**src/common/viper_pkg.sv**
```systemverilog
// shared widths, field enums and the instruction word layout
// wishbone request/response structs and the internal bus command

package viper_pkg;

   localparam int addr_w  = 20;  // external bus address
   localparam int data_w  = 32;  // registers and bus data
   localparam int pc_step = 8;   // reg3 advance per fetch
   localparam int tail_w  = 19;  // immediate / offset field

   typedef enum logic [1:0] {
      reg0, reg1, reg2, reg3
   } reg_sel_e;

   typedef enum logic [1:0] {
      immediate, direct, index_reg1, index_reg2
   } addr_mode_e;

   typedef enum logic [2:0] {
      dest_reg0, dest_reg1, dest_reg2, dest_reg3,
      cond_set, cond_clear, dest_none, store
   } dest_e;

   // register group, 12 and up are reserved
   typedef enum logic [3:0] {
      neg, push, load_a, load_b, add_a, add_b, sub_a, sub_b,
      add_c, sub_c, add_d, sub_d, reserved
   } alu_func_e;

   // upper half ors the result into the old flag
   typedef enum logic [3:0] {
      lt, ge, eq, ne, le, gt, rsv6, rsv7,
      lt_or, ge_or, eq_or, ne_or, le_or, gt_or, rsv14, rsv15
   } cmp_func_e;

   typedef struct packed {
      logic                top;         // sign bit, ignored
      reg_sel_e            src;
      addr_mode_e          mode;
      dest_e               dest;
      logic                is_compare;
      logic [3:0]          func;        // alu_func_e or cmp_func_e
      logic [tail_w-1:0]   tail;
   } instr_t;

   typedef logic [3:0][data_w-1:0] reg_bank_t;

   typedef struct packed {
      logic              cyc;
      logic              stb;
      logic              we;
      logic [addr_w-1:0] adr;
      logic [data_w-1:0] dat;
   } wb_req_t;

   typedef struct packed {
      logic              ack;
      logic [data_w-1:0] dat;
   } wb_rsp_t;

   typedef struct packed {
      logic              go;   // one cycle, master idle only
      logic              we;
      logic [addr_w-1:0] adr;
      logic [data_w-1:0] dat;
   } bus_cmd_t;

   typedef enum logic [1:0] {
      fetch, operand, execute, store_wait
   } seq_state_e;

endpackage

```
**src/source/wb_master.sv**
```systemverilog
// wishbone classic master, one transfer at a time
// holds the request until ack, then pulses done with the read data

`timescale 1ns/1ps

module wb_master (
   input  logic                             clock,
   input  logic                             reset,
   input  viper_pkg::bus_cmd_t              cmd,
   output viper_pkg::wb_req_t               bus,
   input  viper_pkg::wb_rsp_t               bus_rsp,
   output logic                             done,
   output logic [viper_pkg::data_w-1:0]     rdata
);

   import viper_pkg::*;

   logic              busy;   // cyc and stb
   logic              we_q;
   logic [addr_w-1:0] adr_q;
   logic [data_w-1:0] dat_q;

   always_ff @(posedge clock or posedge reset)
   begin
      if (reset)
      begin
         busy <= 1'b0;
         we_q <= 1'b0;
         done <= 1'b0;
      end
      else
      begin
         done <= busy && bus_rsp.ack;
         if (busy)
         begin
            if (bus_rsp.ack)
               busy <= 1'b0;   // cyc drops the cycle after ack
         end
         else if (cmd.go)
         begin
            busy <= 1'b1;
            we_q <= cmd.we;
         end
      end
   end

   always_ff @(posedge clock)
   begin
      if (!busy && cmd.go)
      begin
         adr_q <= cmd.adr;
         dat_q <= cmd.dat;
      end
      if (busy && bus_rsp.ack && !we_q)
         rdata <= bus_rsp.dat;   // held until the next read
   end

   always_comb
   begin
      bus.cyc = busy;
      bus.stb = busy;
      bus.we  = we_q;
      bus.adr = adr_q;
      bus.dat = dat_q;
   end

endmodule

```
**src/source/sequencer.sv**
```systemverilog
// instruction sequencer FSM
// fetch, optional operand read or store write, one execute cycle

`timescale 1ns/1ps

module sequencer (
   input  logic                             clock,
   input  logic                             reset,
   input  viper_pkg::instr_t                instr,
   input  logic                             done,
   input  logic [viper_pkg::addr_w-1:0]     pc,
   input  logic [viper_pkg::addr_w-1:0]     eff_addr,
   input  logic [viper_pkg::data_w-1:0]     store_data,
   input  logic                             needs_operand,
   input  logic                             is_store,
   output viper_pkg::bus_cmd_t              cmd,
   output logic                             ir_load,
   output logic                             pc_advance,
   output logic                             exec_strobe
);

   import viper_pkg::*;

   seq_state_e state;
   seq_state_e state_next;
   logic       waiting;   // transfer issued, done not yet seen

   always_comb
   begin
      state_next = state;
      case (state)
         fetch:
         begin
            if (done)
            begin
               if (is_store)
                  state_next = store_wait;
               else if (needs_operand)
                  state_next = operand;
               else
                  state_next = execute;
            end
         end
         operand:
         begin
            if (done)
               state_next = execute;
         end
         execute:
            state_next = fetch;   // always a single cycle
         store_wait:
         begin
            if (done)
               state_next = fetch;
         end
         default:
            state_next = fetch;
      endcase
   end

   always_ff @(posedge clock or posedge reset)
   begin
      if (reset)
      begin
         state   <= fetch;
         waiting <= 1'b0;
      end
      else
      begin
         state <= state_next;
         if (cmd.go)
            waiting <= 1'b1;
         else if (done)
            waiting <= 1'b0;
      end
   end

   // one request per bus phase, issued on entry to the state
   always_comb
   begin
      cmd.go  = (state != execute) && !waiting;
      cmd.we  = (state == store_wait) && !instr.is_compare && (instr.dest == store);
      cmd.adr = (state == fetch) ? pc : eff_addr;
      cmd.dat = store_data;
   end

   assign ir_load     = (state == fetch) && done;
   assign pc_advance  = (state == fetch) && done;   // reg3 += 8 with the IR load
   assign exec_strobe = (state == execute);

endmodule

```
**src/datapath/reg_file.sv**
```systemverilog
// four 32-bit registers, reg3 is the program counter
// pc increment, push and single register writes

`timescale 1ns/1ps

module reg_file (
   input  logic                             clock,
   input  logic                             reset,
   input  logic                             pc_advance,
   input  logic [3:0]                       wr_en,
   input  logic [viper_pkg::data_w-1:0]     wr_value,
   input  logic                             push,
   input  logic [viper_pkg::data_w-1:0]     operand,
   output viper_pkg::reg_bank_t             regs
);

   import viper_pkg::*;

   always_ff @(posedge clock or posedge reset)
   begin
      if (reset)
      begin
         regs <= '0;
      end
      else if (push)
      begin
         regs[2] <= regs[3];   // old pc saved in reg2
         regs[3] <= operand;
      end
      else
      begin
         for (int i = 0; i < 4; i++)
         begin
            if (wr_en[i])
               regs[i] <= wr_value;
         end
         if (pc_advance)
            regs[3] <= regs[3] + data_w'(pc_step);   // wraps at 32 bits
      end
   end

endmodule

```
**src/datapath/exec_unit.sv**
```systemverilog
// instruction register, field decode and effective address
// compare flag, ALU result and register write enables

`timescale 1ns/1ps

module exec_unit (
   input  logic                             clock,
   input  logic                             reset,
   input  logic [viper_pkg::data_w-1:0]     rdata,
   input  logic                             ir_load,
   input  logic                             exec_strobe,
   input  viper_pkg::reg_bank_t             regs,
   output viper_pkg::instr_t                instr,
   output logic [viper_pkg::addr_w-1:0]     eff_addr,
   output logic [viper_pkg::data_w-1:0]     store_data,
   output logic                             needs_operand,
   output logic                             is_store,
   output logic [3:0]                       wr_en,
   output logic [viper_pkg::data_w-1:0]     wr_value,
   output logic                             push,
   output logic [viper_pkg::data_w-1:0]     operand
);

   import viper_pkg::*;

   instr_t            dec;        // word being decoded
   logic              flag;
   logic              cmp_base;
   logic              cmp_hit;
   logic              lt_s;
   logic              gt_s;
   logic              reserved_op;
   logic              alu_op;
   logic [data_w-1:0] src_val;
   logic [addr_w-1:0] index;

   function automatic logic func_reserved(instr_t i);
      if (i.is_compare)
         return cmp_func_e'(i.func) inside {rsv6, rsv7, rsv14, rsv15};
      return i.func >= reserved;
   endfunction

   always_ff @(posedge clock or posedge reset)
   begin
      if (reset)
      begin
         instr <= '0;
         flag  <= 1'b0;
      end
      else
      begin
         if (ir_load)
            instr <= dec;
         if (exec_strobe && instr.is_compare && !reserved_op)
            flag <= cmp_hit;
      end
   end

   // the sequencer branches on the fetched word in the cycle it is loaded
   assign dec           = ir_load ? instr_t'(rdata) : instr;
   assign is_store      = !dec.is_compare && (dec.dest == store);
   assign needs_operand = (dec.mode != immediate) && !is_store && !func_reserved(dec);

   assign reserved_op = func_reserved(instr);
   assign src_val     = regs[instr.src];
   assign store_data  = src_val;
   assign operand     = (instr.mode == immediate) ? data_w'(instr.tail) : rdata;

   always_comb
   begin
      case (instr.mode)
         index_reg1: index = regs[1][addr_w-1:0];
         index_reg2: index = regs[2][addr_w-1:0];
         default:    index = '0;
      endcase
      eff_addr = addr_w'(instr.tail) + index;   // 20-bit wrap
   end

   always_comb
   begin
      lt_s = $signed(src_val) < $signed(operand);
      gt_s = $signed(src_val) > $signed(operand);
      case (cmp_func_e'({1'b0, instr.func[2:0]}))
         lt:      cmp_base = lt_s;
         ge:      cmp_base = !lt_s;
         eq:      cmp_base = (src_val == operand);
         ne:      cmp_base = (src_val != operand);
         le:      cmp_base = !gt_s;
         gt:      cmp_base = gt_s;
         default: cmp_base = flag;
      endcase
      cmp_hit = cmp_base | (instr.func[3] & flag);   // or variants keep a set flag
   end

   always_comb
   begin
      case (alu_func_e'(instr.func))
         neg:                          wr_value = '0 - operand;
         viper_pkg::push, load_a, load_b: wr_value = operand;
         add_a, add_b, add_c, add_d:   wr_value = src_val + operand;
         sub_a, sub_b, sub_c, sub_d:   wr_value = src_val - operand;
         default:                      wr_value = src_val;
      endcase
   end

   assign alu_op = exec_strobe && !instr.is_compare && !reserved_op;
   assign push   = alu_op && (alu_func_e'(instr.func) == viper_pkg::push);

   always_comb
   begin
      wr_en = 4'b0000;
      if (alu_op && !push)
      begin
         case (instr.dest)
            dest_reg0:  wr_en = 4'b0001;
            dest_reg1:  wr_en = 4'b0010;
            dest_reg2:  wr_en = 4'b0100;
            dest_reg3:  wr_en = 4'b1000;
            cond_set:   wr_en = {flag, 3'b000};    // jump when flag set
            cond_clear: wr_en = {!flag, 3'b000};
            default:    wr_en = 4'b0000;           // dest_none writes nothing
         endcase
      end
   end

endmodule

```
**src/source/viper_top.sv**
```systemverilog
// processor top level
// sequencer, wishbone master, register file and execute unit

`timescale 1ns/1ps

module viper_top (
   input  logic               clock,
   input  logic               reset,
   output viper_pkg::wb_req_t bus,
   input  viper_pkg::wb_rsp_t bus_rsp
);

   import viper_pkg::*;

   bus_cmd_t          cmd;
   logic              done;
   logic [data_w-1:0] rdata;
   instr_t            instr;
   logic [addr_w-1:0] eff_addr;
   logic [data_w-1:0] store_data;
   logic              needs_operand;
   logic              is_store;
   logic              ir_load;
   logic              pc_advance;
   logic              exec_strobe;
   reg_bank_t         regs;
   logic [3:0]        wr_en;
   logic [data_w-1:0] wr_value;
   logic              push;
   logic [data_w-1:0] operand;

   sequencer sequencer_i (
      .clock         (clock),
      .reset         (reset),
      .instr         (instr),
      .done          (done),
      .pc            (regs[3][addr_w-1:0]),  // fetch from low bits of reg3
      .eff_addr      (eff_addr),
      .store_data    (store_data),
      .needs_operand (needs_operand),
      .is_store      (is_store),
      .cmd           (cmd),
      .ir_load       (ir_load),
      .pc_advance    (pc_advance),
      .exec_strobe   (exec_strobe)
   );

   wb_master wb_master_i (
      .clock   (clock),
      .reset   (reset),
      .cmd     (cmd),
      .bus     (bus),
      .bus_rsp (bus_rsp),
      .done    (done),
      .rdata   (rdata)
   );

   reg_file reg_file_i (
      .clock      (clock),
      .reset      (reset),
      .pc_advance (pc_advance),
      .wr_en      (wr_en),
      .wr_value   (wr_value),
      .push       (push),
      .operand    (operand),
      .regs       (regs)
   );

   exec_unit exec_unit_i (
      .clock         (clock),
      .reset         (reset),
      .rdata         (rdata),
      .ir_load       (ir_load),
      .exec_strobe   (exec_strobe),
      .regs          (regs),
      .instr         (instr),
      .eff_addr      (eff_addr),
      .store_data    (store_data),
      .needs_operand (needs_operand),
      .is_store      (is_store),
      .wr_en         (wr_en),
      .wr_value      (wr_value),
      .push          (push),
      .operand       (operand)
   );

endmodule

```
**config.mk**
```make
export PLATFORM = sky130hd
export DESIGN_NAME = viper_top
export DESIGN_NICKNAME = d
export VERILOG_FILES = /design/src/common/viper_pkg.sv /design/src/source/wb_master.sv /design/src/source/sequencer.sv /design/src/datapath/reg_file.sv /design/src/datapath/exec_unit.sv /design/src/source/viper_top.sv
export SDC_FILE = /design/constraint.sdc
export NUM_CORES = 1
export LEC_CHECK = 0
export ABC_CLOCK_PERIOD_IN_PS = 6900
export BUFFER_PORTS_ARGS = -buffer_cell sky130_fd_sc_hd__buf_2
export CAP_MARGIN = 10
export CORE_ASPECT_RATIO = 0.5
export CORE_MARGIN = 8
export CORE_UTILIZATION = 40
export CTS_CLUSTER_SIZE = 12
export DETAILED_ROUTE_END_ITERATION = 8
export GPL_TIMING_DRIVEN = 0
export HOLD_SLACK_MARGIN = 0.03
export SETUP_SLACK_MARGIN = 0.4
export SLEW_MARGIN = 20
export SYNTH_ARGS = -nofsm -noshare
export SYNTH_HDL_FRONTEND = slang
export SYNTH_HIERARCHICAL = 1
export SYNTH_SLANG_ARGS = --single-unit
```
**constraint.sdc**
```tcl
create_clock -name clock -period 6.9 [get_ports clock]
set_clock_uncertainty 0.1 [all_clocks]
set_input_delay 0.345 -clock clock [delete_from_list [all_inputs] [get_ports clock]]
set_output_delay 0.345 -clock clock [all_outputs]
set_load 0.01 [all_outputs]
```
== Word-level counts from Yosys, hierarchy flattened ==
Cells that the tools add are included.

* Reduce and logical (&&, ||, !) cells: 46
* Order comparisons: 5
* $add $sub $neg: 5
* Mux-type cells: 31
* Equal/unequal tests: 40
* Bitwise gates (word level): 4

{| class="wikitable"
|+ Operator list
! kind !! number
|-
| 2-to-1 mux 32 bit || 5
|-
| case mux 32 bit (4 select lines) || 1
|-
| binary-select mux 32 bit (select 2 bit) || 1
|-
| 2-to-1 mux 64 bit || 1
|-
| case mux 20 bit (2 select lines) || 1
|-
| adder 32 bit || 1
|-
| adder 32 x 4 -> 32 bit, second input constant || 1
|-
| == test 32 bit || 1
|-
| == test 4 bit, second input constant || 8
|-
| greater-than comparator 32 bit || 1
|-
| < comparator 32 bit || 1
|-
| inequality test 32 bit || 1
|-
| subtractor 1 x 32 -> 32 bit, first input constant || 1
|-
| subtractor 32 bit || 1
|-
| 2-to-1 mux 29 bit || 1
|-
| == test 4 x 3 -> 1 bit, second input constant || 6
|-
| case mux 4 bit (6 select lines) || 1
|-
| adder 19 x 20 -> 20 bit || 1
|-
| 2-to-1 mux 20 bit || 1
|-
| == test 3 bit, second input constant || 6
|-
| logical AND 1 bit || 16
|-
| == test 3 x 2 -> 1 bit, second input constant || 4
|-
| zero test 1 bit || 12
|-
| 2-to-1 mux 1 bit || 11
|-
| other kinds (26) || 47
|}

* Logic and storage cells: 150
* Flip-flop bits (word level): 250
* Bits of input ports: 35
* Output and inout bits: 55

== Logic depth before layout (Yosys ltp) ==
* Depth after elaboration: 13
* Depth in mapped cells: 23
* Depth with buffers taken out: 19

== By module ==
Netlist, hierarchy kept.

{| class="wikitable"
|+ Modules (own cells, without submodules)
! module !! area an instance (sq um) !! cells each !! times used !! seq. area each (sq um)
|-
| exec_unit || 8,862.2 || 1,172 || 1 || 825.8
|-
| reg_file || 6,048.3 || 530 || 1 || 3,203.1
|-
| wb_master || 2,675.1 || 97 || 1 || 2,597.5
|-
| sequencer || 749.5 || 74 || 1 || 75.1
|}

== Worst setup path before layout ==
Ideal clock, no wire load.

* Path kind: register to register
* Start point: register, netlist name exec_unit_i/instr[29]
* End point: register reg_file_i/regs[120] (netlist bit)
* Path buffers: 3
* Setup time: 0.111 ns
* Data required time: 6.689 ns
* Cell stages (with the launch flop): 17
* Clock period less this slack: 4.864 ns
* Slack: 2.036 ns
* Data arrival time: 4.653 ns
* Cell sequence: dfrtp_1 clkbuf_1 buf_1 mux4_2 ha_1 buf_2 nor2_1 a221oi_1 o31ai_1 or2_2 o21ai_0 o21ai_0 a211oi_1 mux2_2 o221ai_1 mux2i_1 a222oi_1

* Longest elaborated chain between the ends: 7
* Elaborated cells between the ends (all ways): 8
* Those cells by class: add/sub: 2; mux: 6

{| class="wikitable"
|+ RTL lines
! what !! RTL line !! RTL
|-
| binary-select mux 32 bit (select 2 bit) (*) || exec_unit.sv:65 || <nowiki>assign src_val = regs[instr.src];</nowiki>
|-
| 2-to-1 mux 32 bit (not written as such) (*) || exec_unit.sv:65 ||
|-
| via store_data[8] || viper_top.sv:20 || <nowiki>logic [data_w-1:0] store_data;</nowiki>
|-
| subtractor 32 bit or adder 32 bit (tied branches) || exec_unit.sv:101, exec_unit.sv:100 ||
|-
| case mux 32 bit (4 select lines) (*) || exec_unit.sv:97 || <nowiki>case (alu_func_e'(instr.func))</nowiki>
|-
| via wr_value[24] || viper_top.sv:28 || <nowiki>logic [data_w-1:0] wr_value;</nowiki>
|-
| 2-to-1 mux 32 bit (*) || reg_file.sv:34 || <nowiki>if (wr_en[i])</nowiki>
|-
| 2-to-1 mux 32 bit (*) || reg_file.sv:37 || <nowiki>if (pc_advance)</nowiki>
|-
| 2-to-1 mux 64 bit (*) || reg_file.sv:25 || <nowiki>else if (push)</nowiki>
|-
| end signal, assigned by index || reg_file.sv:35 || <nowiki>regs[i] <= wr_value;</nowiki>
|-
| end, declared || reg_file.sv:14 || <nowiki>output viper_pkg::reg_bank_t regs</nowiki>
|}

The timed path passes the listed nets; every way through them passes the cells marked *. The select of a mux whose other input is x is not followed.
A chain may end at the register's enable or synchronous reset.

== Worst setup path in the final report ==
* Start point: register, netlist name exec_unit_i/instr[30]
* End point: register reg_file_i/regs[125] (netlist bit)

* Longest elaborated chain between the ends: 7
* Elaborated cells between the ends (all ways): 8
* Those cells by class: add/sub: 2; mux: 6

{| class="wikitable"
|+ RTL lines
! what !! RTL line
|-
| binary-select mux 32 bit (select 2 bit) (*) || exec_unit.sv:65
|-
| 2-to-1 mux 32 bit (not written as such) (*) || exec_unit.sv:65
|-
| via store_data[12] || viper_top.sv:20
|-
| subtractor 32 bit or adder 32 bit (tied branches) || exec_unit.sv:101, exec_unit.sv:100
|-
| case mux 32 bit (4 select lines) (*) || exec_unit.sv:97
|-
| via wr_value[29] || viper_top.sv:28
|-
| 2-to-1 mux 32 bit (*) || reg_file.sv:34
|-
| 2-to-1 mux 32 bit (*) || reg_file.sv:37
|-
| 2-to-1 mux 64 bit (*) || reg_file.sv:25
|}

Marks and branches as above.

==> out/results.txt <==
gr ovfl total: 0
CTS buffer count: 27
Pre-antenna DRT Iters: 9
dpl hpwl: 52300 um
Fmax: 159 MHz
die area: 53300 um^2
Data required, critical path: 7.23 ns
min cycle time layout: 6.29 ns
wire length per cell: 25.1 um
Syn Nets: 1993
fillers: 4358
gpl congestion: 0.990
R2R Setup Slk: 0.61 ns
Post-Place Setup Slack: 0.396 ns
clk buf depth: 3
overall global routing resource usage: 23.8%
port bufs: 89
area grow syn2layout: 13.5%
routed wire length: 66400 um
vias in the first global route: 15.4k
# rows: 55
Die Wd: 318 um
Setup violations, final: 0
boundary pin count: 90
antenna violations before repair: 2
status: finished clean
CTS tree: built
reg2reg path depth: 15
core area: 45100 um^2
share of cells above drive strength 1: 18.9%
initial DRC count: 1867
Slew HR: 19.2%
Routed Antenna Nets: 0
Die Height: 167 um
Post-Route Setup TNS: 0 ns
Setup CP Type: reg -> reg
Initial Utilization: 40.5%
R2R Path End: reg_file_i/regs[125]
Final period util: 91.2%
via count: 16.2k
Slew @ Worst Pin: 1.21 ns
Max-cap violations: 0
H-tree lvl count: 1
nets: 2149
Mean Syn Cell Area: 9.78 um^2
DR top layer: met5
metal3 WL: 6770 um
r2r startpoint: exec_unit_i/instr[30]
Worst Hold Class: in -> async
clk root buf: clkbuf_16
Ys Warns: 6
Worst setup SP type: flip-flop
met2 wire length: 27900 um
largest net degree at the start of global routing: 92
CTS clk-pin slew, worst paths: 0.06 ns
RSZ-0062 raised after global routing: no
Final Hold Vio Count: 0
met1 wire length: 29700 um
first-pass GRT wire length: 98100 um
Final WS setup: 0.606 ns
Final Util: 46.0%
area of the multi-input gates: 10600 um^2
Clock Sinks: 250
worst path arrival time: 6.62 ns
Sequential Area: 6680 um^2
Max Slew Vio Count: 0
Syn Inst Count: 1871
worst-path maximum fanout: 10
clk_lat worst skew: 0.56 ns
n_diodes: 0
DRC errors left: 0
crit end category: flip-flop
Mapped Area: 18300 um^2
vias per inst: 6.14
-- cell type report --
class | instances | share of cell area (%)
Buffer | 146 | 3.55
Clock buffer | 44 | 3.85
Clock inverter | 4 | 0.114
Inverter | 89 | 1.64
Multi-Input combinational cell | 1386 | 50.9
Sequential cell | 250 | 32.1
Tap cell | 598 | 3.60
Timing Repair Buffer | 127 | 4.20
-- placed cells by master (no fill, tap or decap), types with 32 or more instances in the layout --
master           n
dfrtp_1        166
nor2_1         139
nand2_1        132
o21ai_0        123
a21oi_1        114
buf_2          107
mux2_2         100
mux2i_1         88
inv_1           85
ha_1            84
edfxtp_1        84
clkbuf_1        82
xnor2_1         46
buf_4           37
dlygate4sd3_1   34
nor2b_1         33
mux4_2          32
-- state kept, by name, indices dropped and copies added, names as in the netlist --
register and cells:
reg_file_i/regs 128, wb_master_i/dat_q 32, wb_master_i/rdata 32, exec_unit_i/instr 31
wb_master_i/adr_q 20, sequencer_i/state 2, exec_unit_i/flag 1, sequencer_i/waiting 1
wb_master_i/busy 1, wb_master_i/done 1, wb_master_i/we_q 1
-- worst max-delay path by stage --
stage / from / endpoint / slack [ns]
2_1_floorplan: exec_unit_i/instr[29] / reg_file_i/regs[120] / 2.04
3_3_place_gp: exec_unit_i/instr[29] / reg_file_i/regs[124] / 0.20
3_5_place_dp: exec_unit_i/instr[29] / reg_file_i/regs[125] / 0.40
4_1_cts: exec_unit_i/instr[29] / reg_file_i/regs[125] / 0.66
5_1_grt: exec_unit_i/instr[30] / reg_file_i/regs[125] / 0.43
6_report: exec_unit_i/instr[30] / reg_file_i/regs[125] / 0.61
-- stage by stage --
stage          hold slack, ns  cell area [um^2]  cells
3_3_place_gp            0.149             19500   2558
2_1_floorplan        -0.00136             18300   1871
6_report                0.183             20800   2644
3_5_place_dp            0.191             19600   2562
4_1_cts                 0.159             20800   2644
5_1_grt                 0.195             20800   2644
-- worst max-delay path: stages (launching register included) --
cell and delay [ns]:
dfrtp_1 0.32, clkbuf_1 0.60, clkbuf_1 0.81, mux4_2 0.53, ha_1 0.32, clkbuf_1 0.33, nand4_1 0.29, or3_1 0.40
o21ai_0 0.73, a211oi_1 0.29, o21ai_0 0.35, mux2i_1 0.26, a31oi_1 0.21, mux2_2 0.35, o21ai_0 0.15, o211ai_1 0.12
-- layer usage --
| metal | vias to the layer above | global-route usage [%] |
|---|---|---|
| li1 | 7238 | - |
| met3 | 124 | 6.45 |
| met5 | - | 0 |
| met4 | 2 | 6.95 |
| met1 | 8038 | 33.5 |
| met2 | 828 | 35.6 |
-- what timing repair did --
item | 4_1_cts | 5_1_grt
pin swaps | 0 | 0
resized for setup | 2 | 12
hold endpoints to repair | 109 | 0
hold buffers | 34 | 0
endpoints found under the setup margin | 2 | 8
buffers inserted | 0 | 0
Power is left out: the tool's default activity adds up to more than one toggle a clock period on the data nets, which glitch-free logic cannot reach.
